--- src/logic/mem_subsys_config.svh ---
/*
 * Memory subsystem configuration
 * Bus widths, SRAM depth and the accepted byte address range
 */
`ifndef MEM_SUBSYS_CONFIG_SVH
`define MEM_SUBSYS_CONFIG_SVH

// Bus data width in bits
`define MEM_DATA_W 32

// Byte address width in bits
`define MEM_ADDR_W 32

// SRAM depth in words, valid bytes are 0 .. 4*MEM_WORDS-1
`define MEM_WORDS 256

// Word index width, log2 of MEM_WORDS
`define MEM_IDX_W 8

`endif

--- src/logic/mem_subsys_pkg.sv ---
/*
 * Memory subsystem types
 * Bus requests, responses and the SRAM command word
 */
`include "mem_subsys_config.svh"

package mem_subsys_pkg;

  // Instruction fetch request, read only
  typedef struct packed {
    logic [`MEM_ADDR_W-1:0] addr;
  } instr_req_t;

  // Data load/store request
  typedef struct packed {
    logic [`MEM_ADDR_W-1:0]   addr;
    logic                     we;
    logic [`MEM_DATA_W/8-1:0] be;
    logic [`MEM_DATA_W-1:0]   wdata;
  } data_req_t;

  // Response returned with rvalid
  typedef struct packed {
    logic [`MEM_DATA_W-1:0] rdata;
    logic                   err;
  } mem_rsp_t;

  // One SRAM access per cycle
  typedef struct packed {
    logic                     en;
    logic                     we;
    logic [`MEM_DATA_W/8-1:0] be;
    logic [`MEM_IDX_W-1:0]    idx;
    logic [`MEM_DATA_W-1:0]   wdata;
  } sram_cmd_t;

endpackage

--- src/logic/mem_arbiter.sv ---
/*
 * Round-robin arbiter between fetch and load/store
 * Builds one SRAM command per cycle from the winning port
 */
`timescale 1ns/100ps
`include "mem_subsys_config.svh"

module mem_arbiter import mem_subsys_pkg::*; (
  input  logic       clk_i,
  input  logic       rst_i,
  input  logic       i_req_i,
  input  instr_req_t i_data_i,
  input  logic       d_req_i,
  input  data_req_t  d_data_i,
  output logic       i_gnt_o,
  output logic       d_gnt_o,
  output sram_cmd_t  cmd_o
);

  // High when data wins the next conflict
  logic data_prio_q;
  logic conflict;

  assign conflict = i_req_i & d_req_i;

  assign d_gnt_o = d_req_i & (~i_req_i | data_prio_q);
  assign i_gnt_o = i_req_i & (~d_req_i | ~data_prio_q);

  // Loser of a conflict takes the next one
  always_ff @(posedge clk_i) begin
    if (rst_i) begin
      data_prio_q <= 1'b1;
    end else if (conflict) begin
      data_prio_q <= ~data_prio_q;
    end
  end

  // Fetches become plain reads at the word index of their byte address
  always_comb begin
    cmd_o.en = i_gnt_o | d_gnt_o;
    if (d_gnt_o) begin
      cmd_o.we    = d_data_i.we;
      cmd_o.be    = d_data_i.be;
      cmd_o.idx   = d_data_i.addr[`MEM_IDX_W+1:2];
      cmd_o.wdata = d_data_i.wdata;
    end else begin
      cmd_o.we    = 1'b0;
      cmd_o.be    = '1;
      cmd_o.idx   = i_data_i.addr[`MEM_IDX_W+1:2];
      cmd_o.wdata = '0;
    end
  end

  a_one_grant : assert property (
    @(posedge clk_i) disable iff (rst_i)
    !(i_gnt_o && d_gnt_o)
  );

endmodule

--- config.mk ---
export PLATFORM = sky130hd
export DESIGN_NAME = mem_arbiter
export DESIGN_NICKNAME = d
export VERILOG_FILES = /design/src/logic/mem_subsys_pkg.sv /design/src/logic/mem_arbiter.sv
export VERILOG_INCLUDE_DIRS = /design/src /design/src/logic
export SDC_FILE = /design/constraint.sdc
export NUM_CORES = 1
export LEC_CHECK = 0
export BUFFER_PORTS_ARGS = -buffer_cell sky130_fd_sc_hd__buf_2
export CAP_MARGIN = 10
export CELL_PAD_IN_SITES_DETAIL_PLACEMENT = 1
export CELL_PAD_IN_SITES_GLOBAL_PLACEMENT = 1
export CORE_MARGIN = 5
export CORE_UTILIZATION = 10
export CTS_CLUSTER_SIZE = 24
export DETAILED_ROUTE_END_ITERATION = 7
export PLACE_DENSITY = 0.95
export SETUP_SLACK_MARGIN = 0.02
export SLEW_MARGIN = 20
export SYNTH_ARGS = -nofsm -noshare
export SYNTH_HDL_FRONTEND = slang
export SYNTH_SLANG_ARGS = --single-unit
--- constraint.sdc ---
create_clock -name clk_i -period 1.32 [get_ports clk_i]
set_input_delay 0.066 -clock clk_i [delete_from_list [all_inputs] [get_ports clk_i]]
set_output_delay 0.066 -clock clk_i [all_outputs]
set_load 0.01 [all_outputs]
==> impl_metrics.toml <==
[timing]
finalSetupViolations = 0
rsz0062_at_grt = "false"
hold_viol_final = 0
slew_headroom_pct = 89.0
finalSetupTns_ps = 0
layout_min_cycle_time_ps = 1240
fin_crit_sh_pct = 94.1
max_clock_freq_mhz = 805
worstMarginPinSlew_ps = 164
fin_skew_ps = 0
layout_setup_ws_ps = 77.7
maxSlewViolCount = 0

[global_route]
grt_use_total_pct = 7.16
grt_pass1_vias = 774
grt_max_degree = 17
grt_first_pass_wirelength_mm = 3.35
grt_overflow = 0
antenna_found_initial = 0

[logic_synthesis]
async_flop_share_pct = 0
synth.most_common_cell = "and2_1"
synth_top_cell_by_area = "and2_1"
synth_cell_types = 15
syn_inst = 57
netlist_area_um2 = 425
synthTopCellsByArea = "and2_1, mux2_2, nand2b_1"
synth_top_cell_area_share_pct = 48.5
yosysWarnings = 0
syn_nets = 162
synth_common_cells = "and2_1, mux2_2, nand2b_1"
synth_area_per_cell_um2 = 7.46
synth_seq_cells = 1
synth_edf_count = 0
synth_ff_type = "dfxtp_1"
ys_seq_area_share_pct = 4.71

[placement]
portBuffers = 104
post-dp-hpwl_mm = 2.34
pre_cts_slack_ps = 20.8
place.gp.congestion = 0.630
placedCellCount = 211

[drt]
drc_errors = 0
final_antenna_net_count = 0
vias_per_cell = 3.74
detail_route.wirelength_mm = 2.48
avgRoutedWirePerCell_um = 11.7
first_pass_iters = 4
dr.first_iter.drc_count = 7
dr_total_vias = 789

[power]
p_sw_share_pct = 40.3
p_seq_share_pct = 9.4
p_switching_mw = 0.153
clkPwrFrac_pct = 0
comb_power_share_pct = 90.6
power_leakage_nw = 0.630
internal_power_mw = 0.227
power_density_nw_per_um2 = 368
ir_drop_mv = 0.172

[setup_path]
start_kind = "flop"
path_delay_family = "buffers and inverters"
crit_required_ps = 1250
worstPathMaxFanout = 14
worstSetupEndpointType = "output pin"
cp_slowest_cell = "dfxtp_2"
cpPeakStageDelay_ps = 330
crit_chain = "inv_2, a21boi_4, buf_12, mux2_2, buf_2"
crit_type = "reg2out"
crit_buf_inv = 3
crit_arrival_ps = 1180

[finish]
top_regs = "data_prio_q (1)"
final_cells = 211
synthToLayoutAreaGrowth_pct = 142
largest_reg_flops = 1
diodes = 0
largest-register = "data_prio_q"
layout-drive-gt1-share_pct = 73.3
fillers = 537
nets = 268

[die]
die_h_um = 75.2
die_w_um = 75.2
ios = 153
initial_core_util_pct = 10.5
rows = 23
die_area_um2 = 5660
core_um2 = 4060

[cts]
post_cts_buffers = 0
post_cts_resize_count = 0
cts_hold_buffers = 0
clk_latency_ps = 0
clkTransAtPathRegs_ps = 0

[status]
status = "finished clean"

[run]
cap_violations = 0

[hold_path]
hold_class = "in2reg"
power groups by stage:
stage | combinational [mW] | sequential [mW] | clock (mW)
floorplan | 0.159 | 0.0346 | 0
global placement | 0.337 | 0.0348 | 0
detailed placement | 0.349 | 0.0352 | 0
CTS | 0.350 | 0.0352 | 0
global route | 0.379 | 0.0363 | 0
finish | 0.344 | 0.0355 | 0
final timing paths:
path / from / end / slack [ps] / cells after the start
worst min-delay path: rst_i / data_prio_q / 260 / 2
worst max-delay path: data_prio_q / cmd_o[34] / 80 / 5
worst max register to register: data_prio_q / data_prio_q / 670 / 2
worst min register to register: data_prio_q / data_prio_q / 530 / 2
layout make-up:
cell class | count | area [µm²] | area share, %
Multi-Input combinational cell | 51 | 373 | 36.2
Inverter | 1 | 3.75 | 0.364
Sequential cell | 1 | 21.3 | 2.06
Tap cell | 50 | 62.6 | 6.07
Timing Repair Buffer | 108 | 571 | 55.3
logic make-up after synthesis:
| kind of cell | Yosys count | synth area share (%) |
|---|---|---|
| simple gates | 39 | 57.4 |
| buf+inv | 5 | 7.65 |
| mux | 8 | 21.2 |
| flops | 1 | 4.71 |
| compound gates | 4 | 9.12 |
layout by cell type, fill, tap and decap left out, drive strengths merged:
| master | count |
|---|---|
| buf | 108 |
| a21oi | 1 |
| inv | 1 |
| nand2b | 4 |
| mux2 | 8 |
| dfxtp | 1 |
| and2 | 33 |
| a21boi | 2 |
| o21bai | 1 |
| and3 | 1 |
| or2 | 1 |
per-layer routing:
layer  wire (µm)  track usage [%]  up-vias  part of all wire, %
met5           0                0        -                    0
met4           0                0        0                    0
met3         273            0.534        0                   11
met2        1480             16.0       43                   60
met1         725             7.42      359                   29
li1            -                -      387                    -
per-stage QoR:
stage	power, mW	hold WS [ps]	instance area, µm²	util (%)
global route	0.415	288	1030	25.4
detailed placement	0.384	264	1020	25.2
finish	0.379	262	1030	25.4
floorplan	0.194	173	425	-
CTS	0.385	264	1020	25.2
global placement	0.372	264	1020	25.2
(Power assumes the default switching activity.)
