### src/logic/mem_subsys_config.svh
/*
 * Memory subsystem configuration
 * Bus widths, SRAM depth and the accepted byte address range
 */
`ifndef MEM_SUBSYS_CONFIG_SVH
`define MEM_SUBSYS_CONFIG_SVH

// Bus data width in bits
`define MEM_DATA_W 32

// Byte address width in bits
`define MEM_ADDR_W 32

// SRAM depth in words, valid bytes are 0 .. 4*MEM_WORDS-1
`define MEM_WORDS 256

// Word index width, log2 of MEM_WORDS
`define MEM_IDX_W 8

`endif

### src/logic/mem_subsys_pkg.sv
/*
 * Memory subsystem types
 * Bus requests, responses and the SRAM command word
 */
`include "mem_subsys_config.svh"

package mem_subsys_pkg;

  // Instruction fetch request, read only
  typedef struct packed {
    logic [`MEM_ADDR_W-1:0] addr;
  } instr_req_t;

  // Data load/store request
  typedef struct packed {
    logic [`MEM_ADDR_W-1:0]   addr;
    logic                     we;
    logic [`MEM_DATA_W/8-1:0] be;
    logic [`MEM_DATA_W-1:0]   wdata;
  } data_req_t;

  // Response returned with rvalid
  typedef struct packed {
    logic [`MEM_DATA_W-1:0] rdata;
    logic                   err;
  } mem_rsp_t;

  // One SRAM access per cycle
  typedef struct packed {
    logic                     en;
    logic                     we;
    logic [`MEM_DATA_W/8-1:0] be;
    logic [`MEM_IDX_W-1:0]    idx;
    logic [`MEM_DATA_W-1:0]   wdata;
  } sram_cmd_t;

endpackage

### src/logic/mem_port.sv
/*
 * Bus port controller
 * Range check, local error answers and the one-cycle response
 */
`timescale 1ns/100ps
`include "mem_subsys_config.svh"

module mem_port import mem_subsys_pkg::*; #(
  parameter type req_t = instr_req_t
) (
  input  logic                   clk_i,
  input  logic                   rst_i,
  input  logic                   req_i,
  input  req_t                   req_data_i,
  output logic                   gnt_o,
  output logic                   rvalid_o,
  output mem_rsp_t               rsp_o,
  output logic                   fwd_req_o,
  output req_t                   fwd_data_o,
  input  logic                   fwd_gnt_i,
  input  logic [`MEM_DATA_W-1:0] sram_rdata_i
);

  // First byte address past the SRAM
  localparam logic [`MEM_ADDR_W-1:0] ADDR_LIMIT = `MEM_ADDR_W'(4 * `MEM_WORDS);

  logic in_range;
  logic rvalid_q;
  logic err_q;

  assign in_range = (req_data_i.addr < ADDR_LIMIT);

  // Only in-range accesses reach the arbiter
  assign fwd_req_o  = req_i & in_range;
  assign fwd_data_o = req_data_i;

  // Out-of-range requests are accepted at once
  assign gnt_o = req_i & (in_range ? fwd_gnt_i : 1'b1);

  // Remember what the granted access was for the response cycle
  always_ff @(posedge clk_i) begin
    if (rst_i) begin
      rvalid_q <= 1'b0;
      err_q    <= 1'b0;
    end else begin
      rvalid_q <= gnt_o;
      err_q    <= gnt_o & ~in_range;
    end
  end

  assign rvalid_o = rvalid_q;

  // SRAM word lands in the same cycle, errors carry zero data
  always_comb begin
    rsp_o.err   = err_q;
    rsp_o.rdata = err_q ? '0 : sram_rdata_i;
  end

  // Requester holds its request until granted
  a_req_stable : assert property (
    @(posedge clk_i) disable iff (rst_i)
    (req_i && !gnt_o) |=> (req_i && $stable(req_data_i))
  );

  // Every response belongs to a grant one cycle earlier
  a_rvalid_after_gnt : assert property (
    @(posedge clk_i) disable iff (rst_i)
    rvalid_o |-> $past(gnt_o)
  );

endmodule

### config.mk
export PLATFORM = sky130hd
export DESIGN_NAME = mem_port
export DESIGN_NICKNAME = d
export VERILOG_FILES = /design/src/logic/mem_subsys_pkg.sv /design/src/logic/mem_port.sv
export VERILOG_INCLUDE_DIRS = /design/src /design/src/logic
export SDC_FILE = /design/constraint.sdc
export NUM_CORES = 1
export LEC_CHECK = 0
export BUFFER_PORTS_ARGS = -buffer_cell sky130_fd_sc_hd__buf_2
export CORE_UTILIZATION = 23
export DETAILED_ROUTE_END_ITERATION = 7
export PLACE_DENSITY = 0.91
export SLEW_MARGIN = 20
export SYNTH_ARGS = -nofsm -noshare
export SYNTH_HDL_FRONTEND = slang
export SYNTH_SLANG_ARGS = --single-unit
export TNS_END_PERCENT = 10
### constraint.sdc
create_clock -name clk_i -period 0.8 [get_ports clk_i]
set_input_delay 0.04 -clock clk_i [delete_from_list [all_inputs] [get_ports clk_i]]
set_output_delay 0.04 -clock clk_i [all_outputs]
set_load 0.05 [all_outputs]
==> results of run 1 <==
[timing repair]
action,4_1_cts,5_1_grt
hold endpoints to repair,0,0
resized for setup,90,15
pin swaps,9,5
endpoints found under the setup margin,38,37
setup buffers,2,0
[power by group through the flow]
stage | Clock, uW | Combinational (uW) | Sequential [uW]
global placement | 0 | 1230 | 114
floorplan | 0 | 1110 | 123
finish | 246 | 1510 | 113
CTS | 254 | 1460 | 113
global route | 264 | 1560 | 114
detailed placement | 0 | 1240 | 114
[sequential cells by signal, summed over array words and instances (netlist names)]
name / cells
rvalid_o: 1
err_q: 1
[placed cells by master, fill, tap and decap left out, drive strengths merged]
master | synthesis | final
buf | 33 | 131
nor2b | 32 | 32
nor4 | 5 | 5
clkbuf | 3 | 4
and4 | 2 | 2
dfxtp | 2 | 2
nor2 | 1 | 1
and3b | 1 | 1
a21boi | 1 | 1
nand2b | 1 | 1
a21oi | 1 | 1
a31oi | 1 | 1
[final cells by class]
type | count | area share, %
clock buffers | 4 | 1.505
multi-input cells | 45 | 34.19
flip-flops and latches | 2 | 2.509
well taps | 28 | 2.007
repair buffers | 131 | 59.79
[cell families after synthesis]
kind of cell	synth area share (%)
buf+inv	44.23
simple gates	45.73
compound gates	3.205
flops	6.838
[per-stage QoR]
stage                     hold slack, ns  power, uW  cells  worst slack [ns]
after floorplan                   0.1839       1234     83           -0.1093
after global placement           0.08034       1346    204           -0.4838
after detailed placement         0.08034       1356    204           -0.4668
after CTS                        0.08034       1824    210           -0.3068
after global routing             0.08028       1939    210           -0.3552
final                            0.08011       1872    210           -0.3257
[critical path: cells and delay by family (launching register included)]
kind                   cells  cell delay [ns]
flip-flops                 1             0.37
AND/OR/NAND/NOR            1             0.14
buffers and inverters      2             0.34
[metal layers]
layer / track usage (%) / wire length [um] / vias up
met2: 47.05 / 1851 / 80
met5: 0 / 0 / -
li1: - / - / 434
met4: 2.632 / 0 / 0
met3: 4.058 / 294 / 0
met1: 17.67 / 1036 / 413
[how the worst max path moves through the flow]
stage                endpoint           start  slack [ns]
global placement    fwd_req_o  req_data_i[18]       -0.48
detailed placement  fwd_req_o  req_data_i[18]       -0.47
global route        rsp_o[17]           err_q       -0.36
CTS                 rsp_o[20]           err_q       -0.31
floorplan           fwd_req_o  req_data_i[30]       -0.11
finish              rsp_o[17]           err_q       -0.33
==> results_dict.tcl, run 1 <==
set metrics [dict create \
    outcome "complete, but fails checks" \
    violations "setup timing" \
    die-area_um2 2752 \
    seq_power_share_pct 6.1 \
    synth_area_um2 585.6 \
    start_kind "register" \
    worstHoldStart "req_data_i[1]" \
    grt_pass1_vias 917 \
    fin_crit_sh_pct 140.7 \
    antenna_cells 0 \
    slew_headroom_pct 81.67 \
    synth_top_area_share_pct 42.31 \
    grt_max_degree 13 \
    worst_pin_slew_ns 0.2768 \
    p_int_uw 897.9 \
    yosys.area.top_type "buf_4" \
    synth.distinct_cells 12 \
    hpwl_um 2148 \
    pwr-share-clk_pct 13.1 \
    wl_um 3183 \
    p_leak_uw 0.0009717 \
    grt_pass1_wl_um 4140 \
    holdPathEnd "fwd_data_o[1]" \
    core_area_um2 2297 \
    tns_ns -9.812 \
    nFillCells 144 \
    required_ns 0.76 \
    portBuffers 115 \
    die-height_um 52.46 \
    final_nets 251 \
    via_count 927 \
    clk_pin_slew_ns 0.03 \
    synth_warnings 0 \
    ios 136 \
    peakVddDrop_mv 0.9324 \
    gr-usage-all-layers_pct 20.69 \
    synthTopCellsByCount "buf_4, nor2b_1, nor4_1" \
    synth_edf_count 0 \
    combPwrFrac_pct 80.8 \
    setup_viol 37 \
    drive_above_1_share_pct 96.70 \
    slowest_stage "dfxtp_4" \
    drt_iter0_drc 4 \
    worstSetupEndpointType "output port" \
    cpPeakStageDelay_ns 0.37 \
    async_flop_share_pct 0 \
    drcViolationCount 0 \
    clock_path_buffers 2 \
    p_sw_share_pct 52.03 \
    worstHoldPathCells 0 \
    rows 17 \
    final_area_um2 1745 \
    ys.flop_type "dfxtp_1" \
    synth_nets 151 \
    cap_violations 0 \
    arrival_ns 1.09 \
    yosysSeqAreaShare_pct 6.838 \
    antenna_found_initial 0 \
    layout.area.seq_um2 43.79 \
    ant_nets 0 \
    cp_max_fo 12 \
    vias_per_cell 4.414 \
    synth.most_common_cell "buf_4" \
    drt-pass1-iter-count 4 \
    power.switching_uw 973.8 \
    hp-class "primary input to output port" \
    rsz0062_at_grt "true" \
    htreeDepth 1 \
    ys_ff_latch 2 \
    cts_buffers 3 \
    hold_buffers 0 \
    hold_viol_final 0 \
    power_density_nw_per_um2 1072 \
    gp_congestion 0.7613 \
    die_w_um 52.46 \
    start_util_pct 25.49 \
    wl_per_cell_um 15.16 \
    fmax_ghz 0.8883 \
    critPathKind "register to output port" \
    areaGrowthSynthToFinish_pct 198.1 \
    multi_input_area_um2 596.8 \
    yosys-top-cells-area "buf_4, nor2b_1, dfxtp_1" \
    synthesis.area_per_instance_um2 7.055 \
    grt_overflow 0 \
    setup_ws_ns -0.3257 \
    synth_cells 83 \
    cts.sinks 2 \
    tritoncts "done" \
    critical_path.cell_chain "buf_12, nor2b_4, buf_6" \
    root_buffer "clkbuf_4" \
    place_area_um2 1308 \
    period_minus_slack_ns 1.126 \
    post-route-util_pct 75.98 \
    slew_violations 0 \
]
Note: power is estimated with default switching activity, not from simulation.
==> run 2, diff against run 1 <==
Settings changed: CORE_UTILIZATION 23 to 20, PLACE_DENSITY 0.91 to 0.85.
Clock period 0.8 ns to 1 ns, I/O delays scaled along.
==> results_dict.tcl, run 2 (synthesis gave the netlist of run 1 again) <==
set metrics [dict create \
    outcome "complete, but fails checks" \
    violations "setup timing" \
    drt-pass1-iter-count 2 \
    areaGrowthSynthToFinish_pct 176.1 \
    p_sw_share_pct 53.19 \
    core_area_um2 2758 \
    grt_pass1_vias 842 \
    layout.area.seq_um2 43.79 \
    antenna_found_initial 0 \
    tritoncts "done" \
    cp_max_fo 2 \
    rows 19 \
    root_buffer "clkbuf_4" \
    wl_um 2722 \
    rsz0062_at_grt "true" \
    place_area_um2 1120 \
    clock_path_buffers 2 \
    nFillCells 230 \
    cts.sinks 2 \
    pwr-share-clk_pct 12.5 \
    gr-usage-all-layers_pct 13.41 \
    slew_headroom_pct 80.97 \
    grt_max_degree 20 \
    period_minus_slack_ns 1.126 \
    ios 136 \
    final_nets 245 \
    grt_pass1_wl_um 3436 \
    worstSetupEndpointType "output port" \
    drt_iter0_drc 14 \
    drcViolationCount 0 \
    vias_per_cell 4.398 \
    portBuffers 115 \
    p_int_uw 662.9 \
    hpwl_um 1801 \
    power.switching_uw 753.2 \
    fin_crit_sh_pct 112.6 \
    instances_no_fill 206 \
    gp_congestion 0.7021 \
    required_ns 0.95 \
    die-height_um 56.11 \
    dp.cells 201 \
    start_kind "primary input" \
    slew_violations 0 \
    seq_power_share_pct 6.5 \
    power_density_nw_per_um2 876.0 \
    setup_ws_ns -0.1260 \
    worst_pin_slew_ns 0.2874 \
    setup_viol 34 \
    antenna_cells 0 \
    die_w_um 56.11 \
    via_count 906 \
    peakVddDrop_mv 0.7423 \
    cap_violations 0 \
    hp-class "primary input to register" \
    multi_input_area_um2 544.3 \
    start_util_pct 21.23 \
    final_area_um2 1617 \
    critPathKind "primary input to output port" \
    layout_common_cells "buf_2, buf_6, nor2b_4" \
    wl_per_cell_um 13.21 \
    final_common_cell "buf_2" \
    hold_viol_final 0 \
    htreeDepth 1 \
    drive_above_1_share_pct 95.43 \
    ant_nets 0 \
    dp_slack_ns -0.2241 \
    die-area_um2 3148 \
    grt_overflow 0 \
    clk_pin_slew_ns 0.03 \
    tns_ns -2.782 \
    fmax_ghz 0.8881 \
    arrival_ns 1.08 \
    p_leak_uw 0.0008949 \
    whs_ns 0.09657 \
    combPwrFrac_pct 81.0 \
    post_cts_buffers 0 \
    cts_buffers 3 \
]
==> run 2: worst paths after layout <==
check	start	endpoint	slack [ns]	cells after the start
min	rst_i	err_q	0.1	3
max	req_data_i[10]	fwd_req_o	-0.13	5
==> run 2: area by class of cell <==
cell class	instances	area share, %
sequential	2	2.709
multi-input combinational	45	33.67
tap	31	2.399
timing repair buffer	125	59.83
clock buffer	3	1.393
==> run 2: power groups by stage <==
stage | combinational (uW) | clock (uW) | sequential, uW
floorplan | 800 | 0 | 96.3
global placement | 888 | 0 | 90.7
detailed placement | 896 | 0 | 90.6
CTS | 1030 | 187 | 89.6
global route | 1190 | 187 | 92.5
finish | 1150 | 177 | 91.6
==> run 2: worst max-delay path, cell delays in order <==
cell	delay, ns
buf_6	0.09
nor4_2	0.28
and4_4	0.27
and4_1	0.22
buf_6	0.16
==> run 2: routing by layer <==
| layer | track usage (%) | vias to the layer above | routed length, um |
|---|---|---|---|
| li1 | - | 418 | - |
| met1 | 10.53 | 409 | 790 |
| met2 | 30.10 | 75 | 1660 |
| met3 | 3.023 | 4 | 258 |
| met4 | 4.530 | 0 | 13 |
| met5 | 0 | - | 0 |
==> run 2: metrics by stage <==
stage                     total power (uW)  utilization [%]
after floorplan                      896.5                -
after global placement               978.5            40.61
after detailed placement             986.9            40.61
after CTS                             1304            50.09
after global routing                  1466            58.62
final                                 1416            58.62
==> run 2: timing repair <==
item	in CTS	in global routing
pin swaps	3	6
resized for setup	70	45
hold buffers	0	0
setup endpoints to repair	35	35
cloned	0	2
==> run 3, diff against run 2 <==
Settings changed: ABC_AREA set to 1, CELL_PAD_IN_SITES_DETAIL_PLACEMENT set to 0, CELL_PAD_IN_SITES_GLOBAL_PLACEMENT set to 1, CORE_UTILIZATION 20 to 11.
==> results_dict.tcl, run 3 <==
set metrics [dict create \
    p_leak_uw 0.0009351 \
    start_kind "register" \
    worstSetupEndpointType "output port" \
    rows 28 \
    synth_top_area_share_pct 37.01 \
    drt-pass1-iter-count 2 \
    nFillCells 628 \
    layout_common_cells "buf_2, inv_1, buf_6" \
    grt_pass1_wl_um 3946 \
    instances_no_fill 295 \
    core_area_um2 5886 \
    synthesis.area_per_instance_um2 5.110 \
    power.total_uw 1517 \
    cp_max_fo 11 \
    ys_ff_latch 2 \
    clk_pin_slew_ns 0.03 \
    cpPeakStageDelay_ns 0.37 \
    synth_nets 199 \
    drcViolationCount 0 \
    grt_max_degree 12 \
    rsz0062_at_grt "true" \
    wl_per_cell_um 9.285 \
    place_area_um2 1246 \
    violations "setup timing" \
    period_minus_slack_ns 1.087 \
    die-height_um 80.01 \
    clock_path_buffers 2 \
    antenna_cells 0 \
    cts_buffers 3 \
    outcome "complete, but fails checks" \
    cp_top_family "flip-flops" \
    critPathKind "register to output port" \
    post-route-util_pct 27.95 \
    antenna_found_initial 0 \
    synth.most_common_cell "nor2_1" \
    synthTopCellsByCount "nor2_1, inv_1, buf_4" \
    htreeDepth 1 \
    hold_viol_final 0 \
    fmax_ghz 0.9197 \
    ios 136 \
    setup_ws_ns -0.08731 \
    cts.sinks 2 \
    root_buffer "clkbuf_8" \
    required_ns 0.95 \
    power_density_nw_per_um2 921.9 \
    synth_edf_count 0 \
    dp.cells 291 \
    hpwl_um 2044 \
    final_area_um2 1645 \
    tns_ns -2.071 \
    final_common_cell "buf_2" \
    synth.distinct_cells 12 \
    arrival_ns 1.04 \
    gr-usage-all-layers_pct 7.950 \
    start_util_pct 11.37 \
    vias_per_cell 3.454 \
    drt_iter0_drc 5 \
    portBuffers 115 \
    gp_congestion 0.6905 \
    synth_cells 131 \
    yosys.area.top_type "buf_4" \
    synth_area_um2 669.4 \
    cp_num_buf_inv 2 \
    worst_pin_slew_ns 0.2534 \
    areaGrowthSynthToFinish_pct 145.8 \
    setup_viol 32 \
    hp-class "primary input to register" \
    die-area_um2 6402 \
    wl_um 2739 \
    yosysSeqAreaShare_pct 5.981 \
    grt_overflow 0 \
    synth_warnings 0 \
    slowest_stage "dfxtp_4" \
    ys.flop_type "dfxtp_1" \
    async_flop_share_pct 0 \
    tritoncts "done" \
    peakVddDrop_mv 0.3605 \
    grt_pass1_vias 959 \
    yosys-top-cells-area "buf_4, nor2_1, inv_1" \
    ant_nets 0 \
    slew_violations 0 \
    fin_crit_sh_pct 108.7 \
    slew_headroom_pct 83.22 \
    critical_path.cell_chain "buf_16, nor2_2, buf_6" \
    final_nets 290 \
    die_w_um 80.01 \
    cap_violations 0 \
    drive_above_1_share_pct 75.00 \
    via_count 1019 \
]
[run 3: cell types whose count changed after synthesis, sizes merged, moves of 5 or more]
cell	change
inv	+34
nand2	+5
nor2	+48
nor2b	-32
nor4	-5
[run 3: cells by family (layout without fill, tap and decap cells)]
group,Yosys count,after routing,synth area share (%)
buf+inv,70,159,57.76
simple gates,59,59,36.26
flops,2,2,5.982
[run 3: where the power goes]
group	internal (uW)	total (uW)	switching, uW	leakage (uW)
sequential	84.0	92.1	8.12	0.0000172
clock	254	309	55.6	0.0000216
combinational	390	1120	725	0.000896
total	728	1520	789	0.000935
[run 3: per-stage QoR]
step	hold WS, ns	setup slack (ns)
4_1_cts	0.005677	-0.08709
5_1_grt	0.007815	-0.1327
3_3_place_gp	0.1003	-0.05979
6_report	0.009208	-0.08731
3_5_place_dp	0.1003	-0.08953
2_1_floorplan	0.1224	-0.1054
[run 3: layout make-up]
cell class	count	area [um^2]	share of cell area [%]
inverters	34	127.6	7.757
clock buffers	3	41.29	2.510
well taps	75	93.84	5.703
repair buffers	122	913.4	55.51
flip-flops and latches	2	43.79	2.662
multi-input cells	59	425.4	25.86
[run 3: path summary, 6_finish.rpt]
kind,cells after the start,endpoint,slack (ns),startpoint
setup / recovery,3,rsp_o[4],-0.09,err_q
hold / removal,2,err_q,0.009,rst_i
[run 3: per-layer routing]
metal | vias to the layer above | track usage [%] | share of wire, %
met4 | 0 | 2.857 | 0.69
met1 | 432 | 6.528 | 31
met3 | 2 | 2.857 | 11
met2 | 78 | 16.75 | 57
li1 | 507 | - | -
met5 | - | 0 | 0
[run 3: timing repair]
action	4_1_cts	5_1_grt
gates cloned	1	0
setup buffers	0	0
pin swaps	5	6
gates resized for setup	77	21
hold buffers	0	0
setup endpoints to repair	35	35
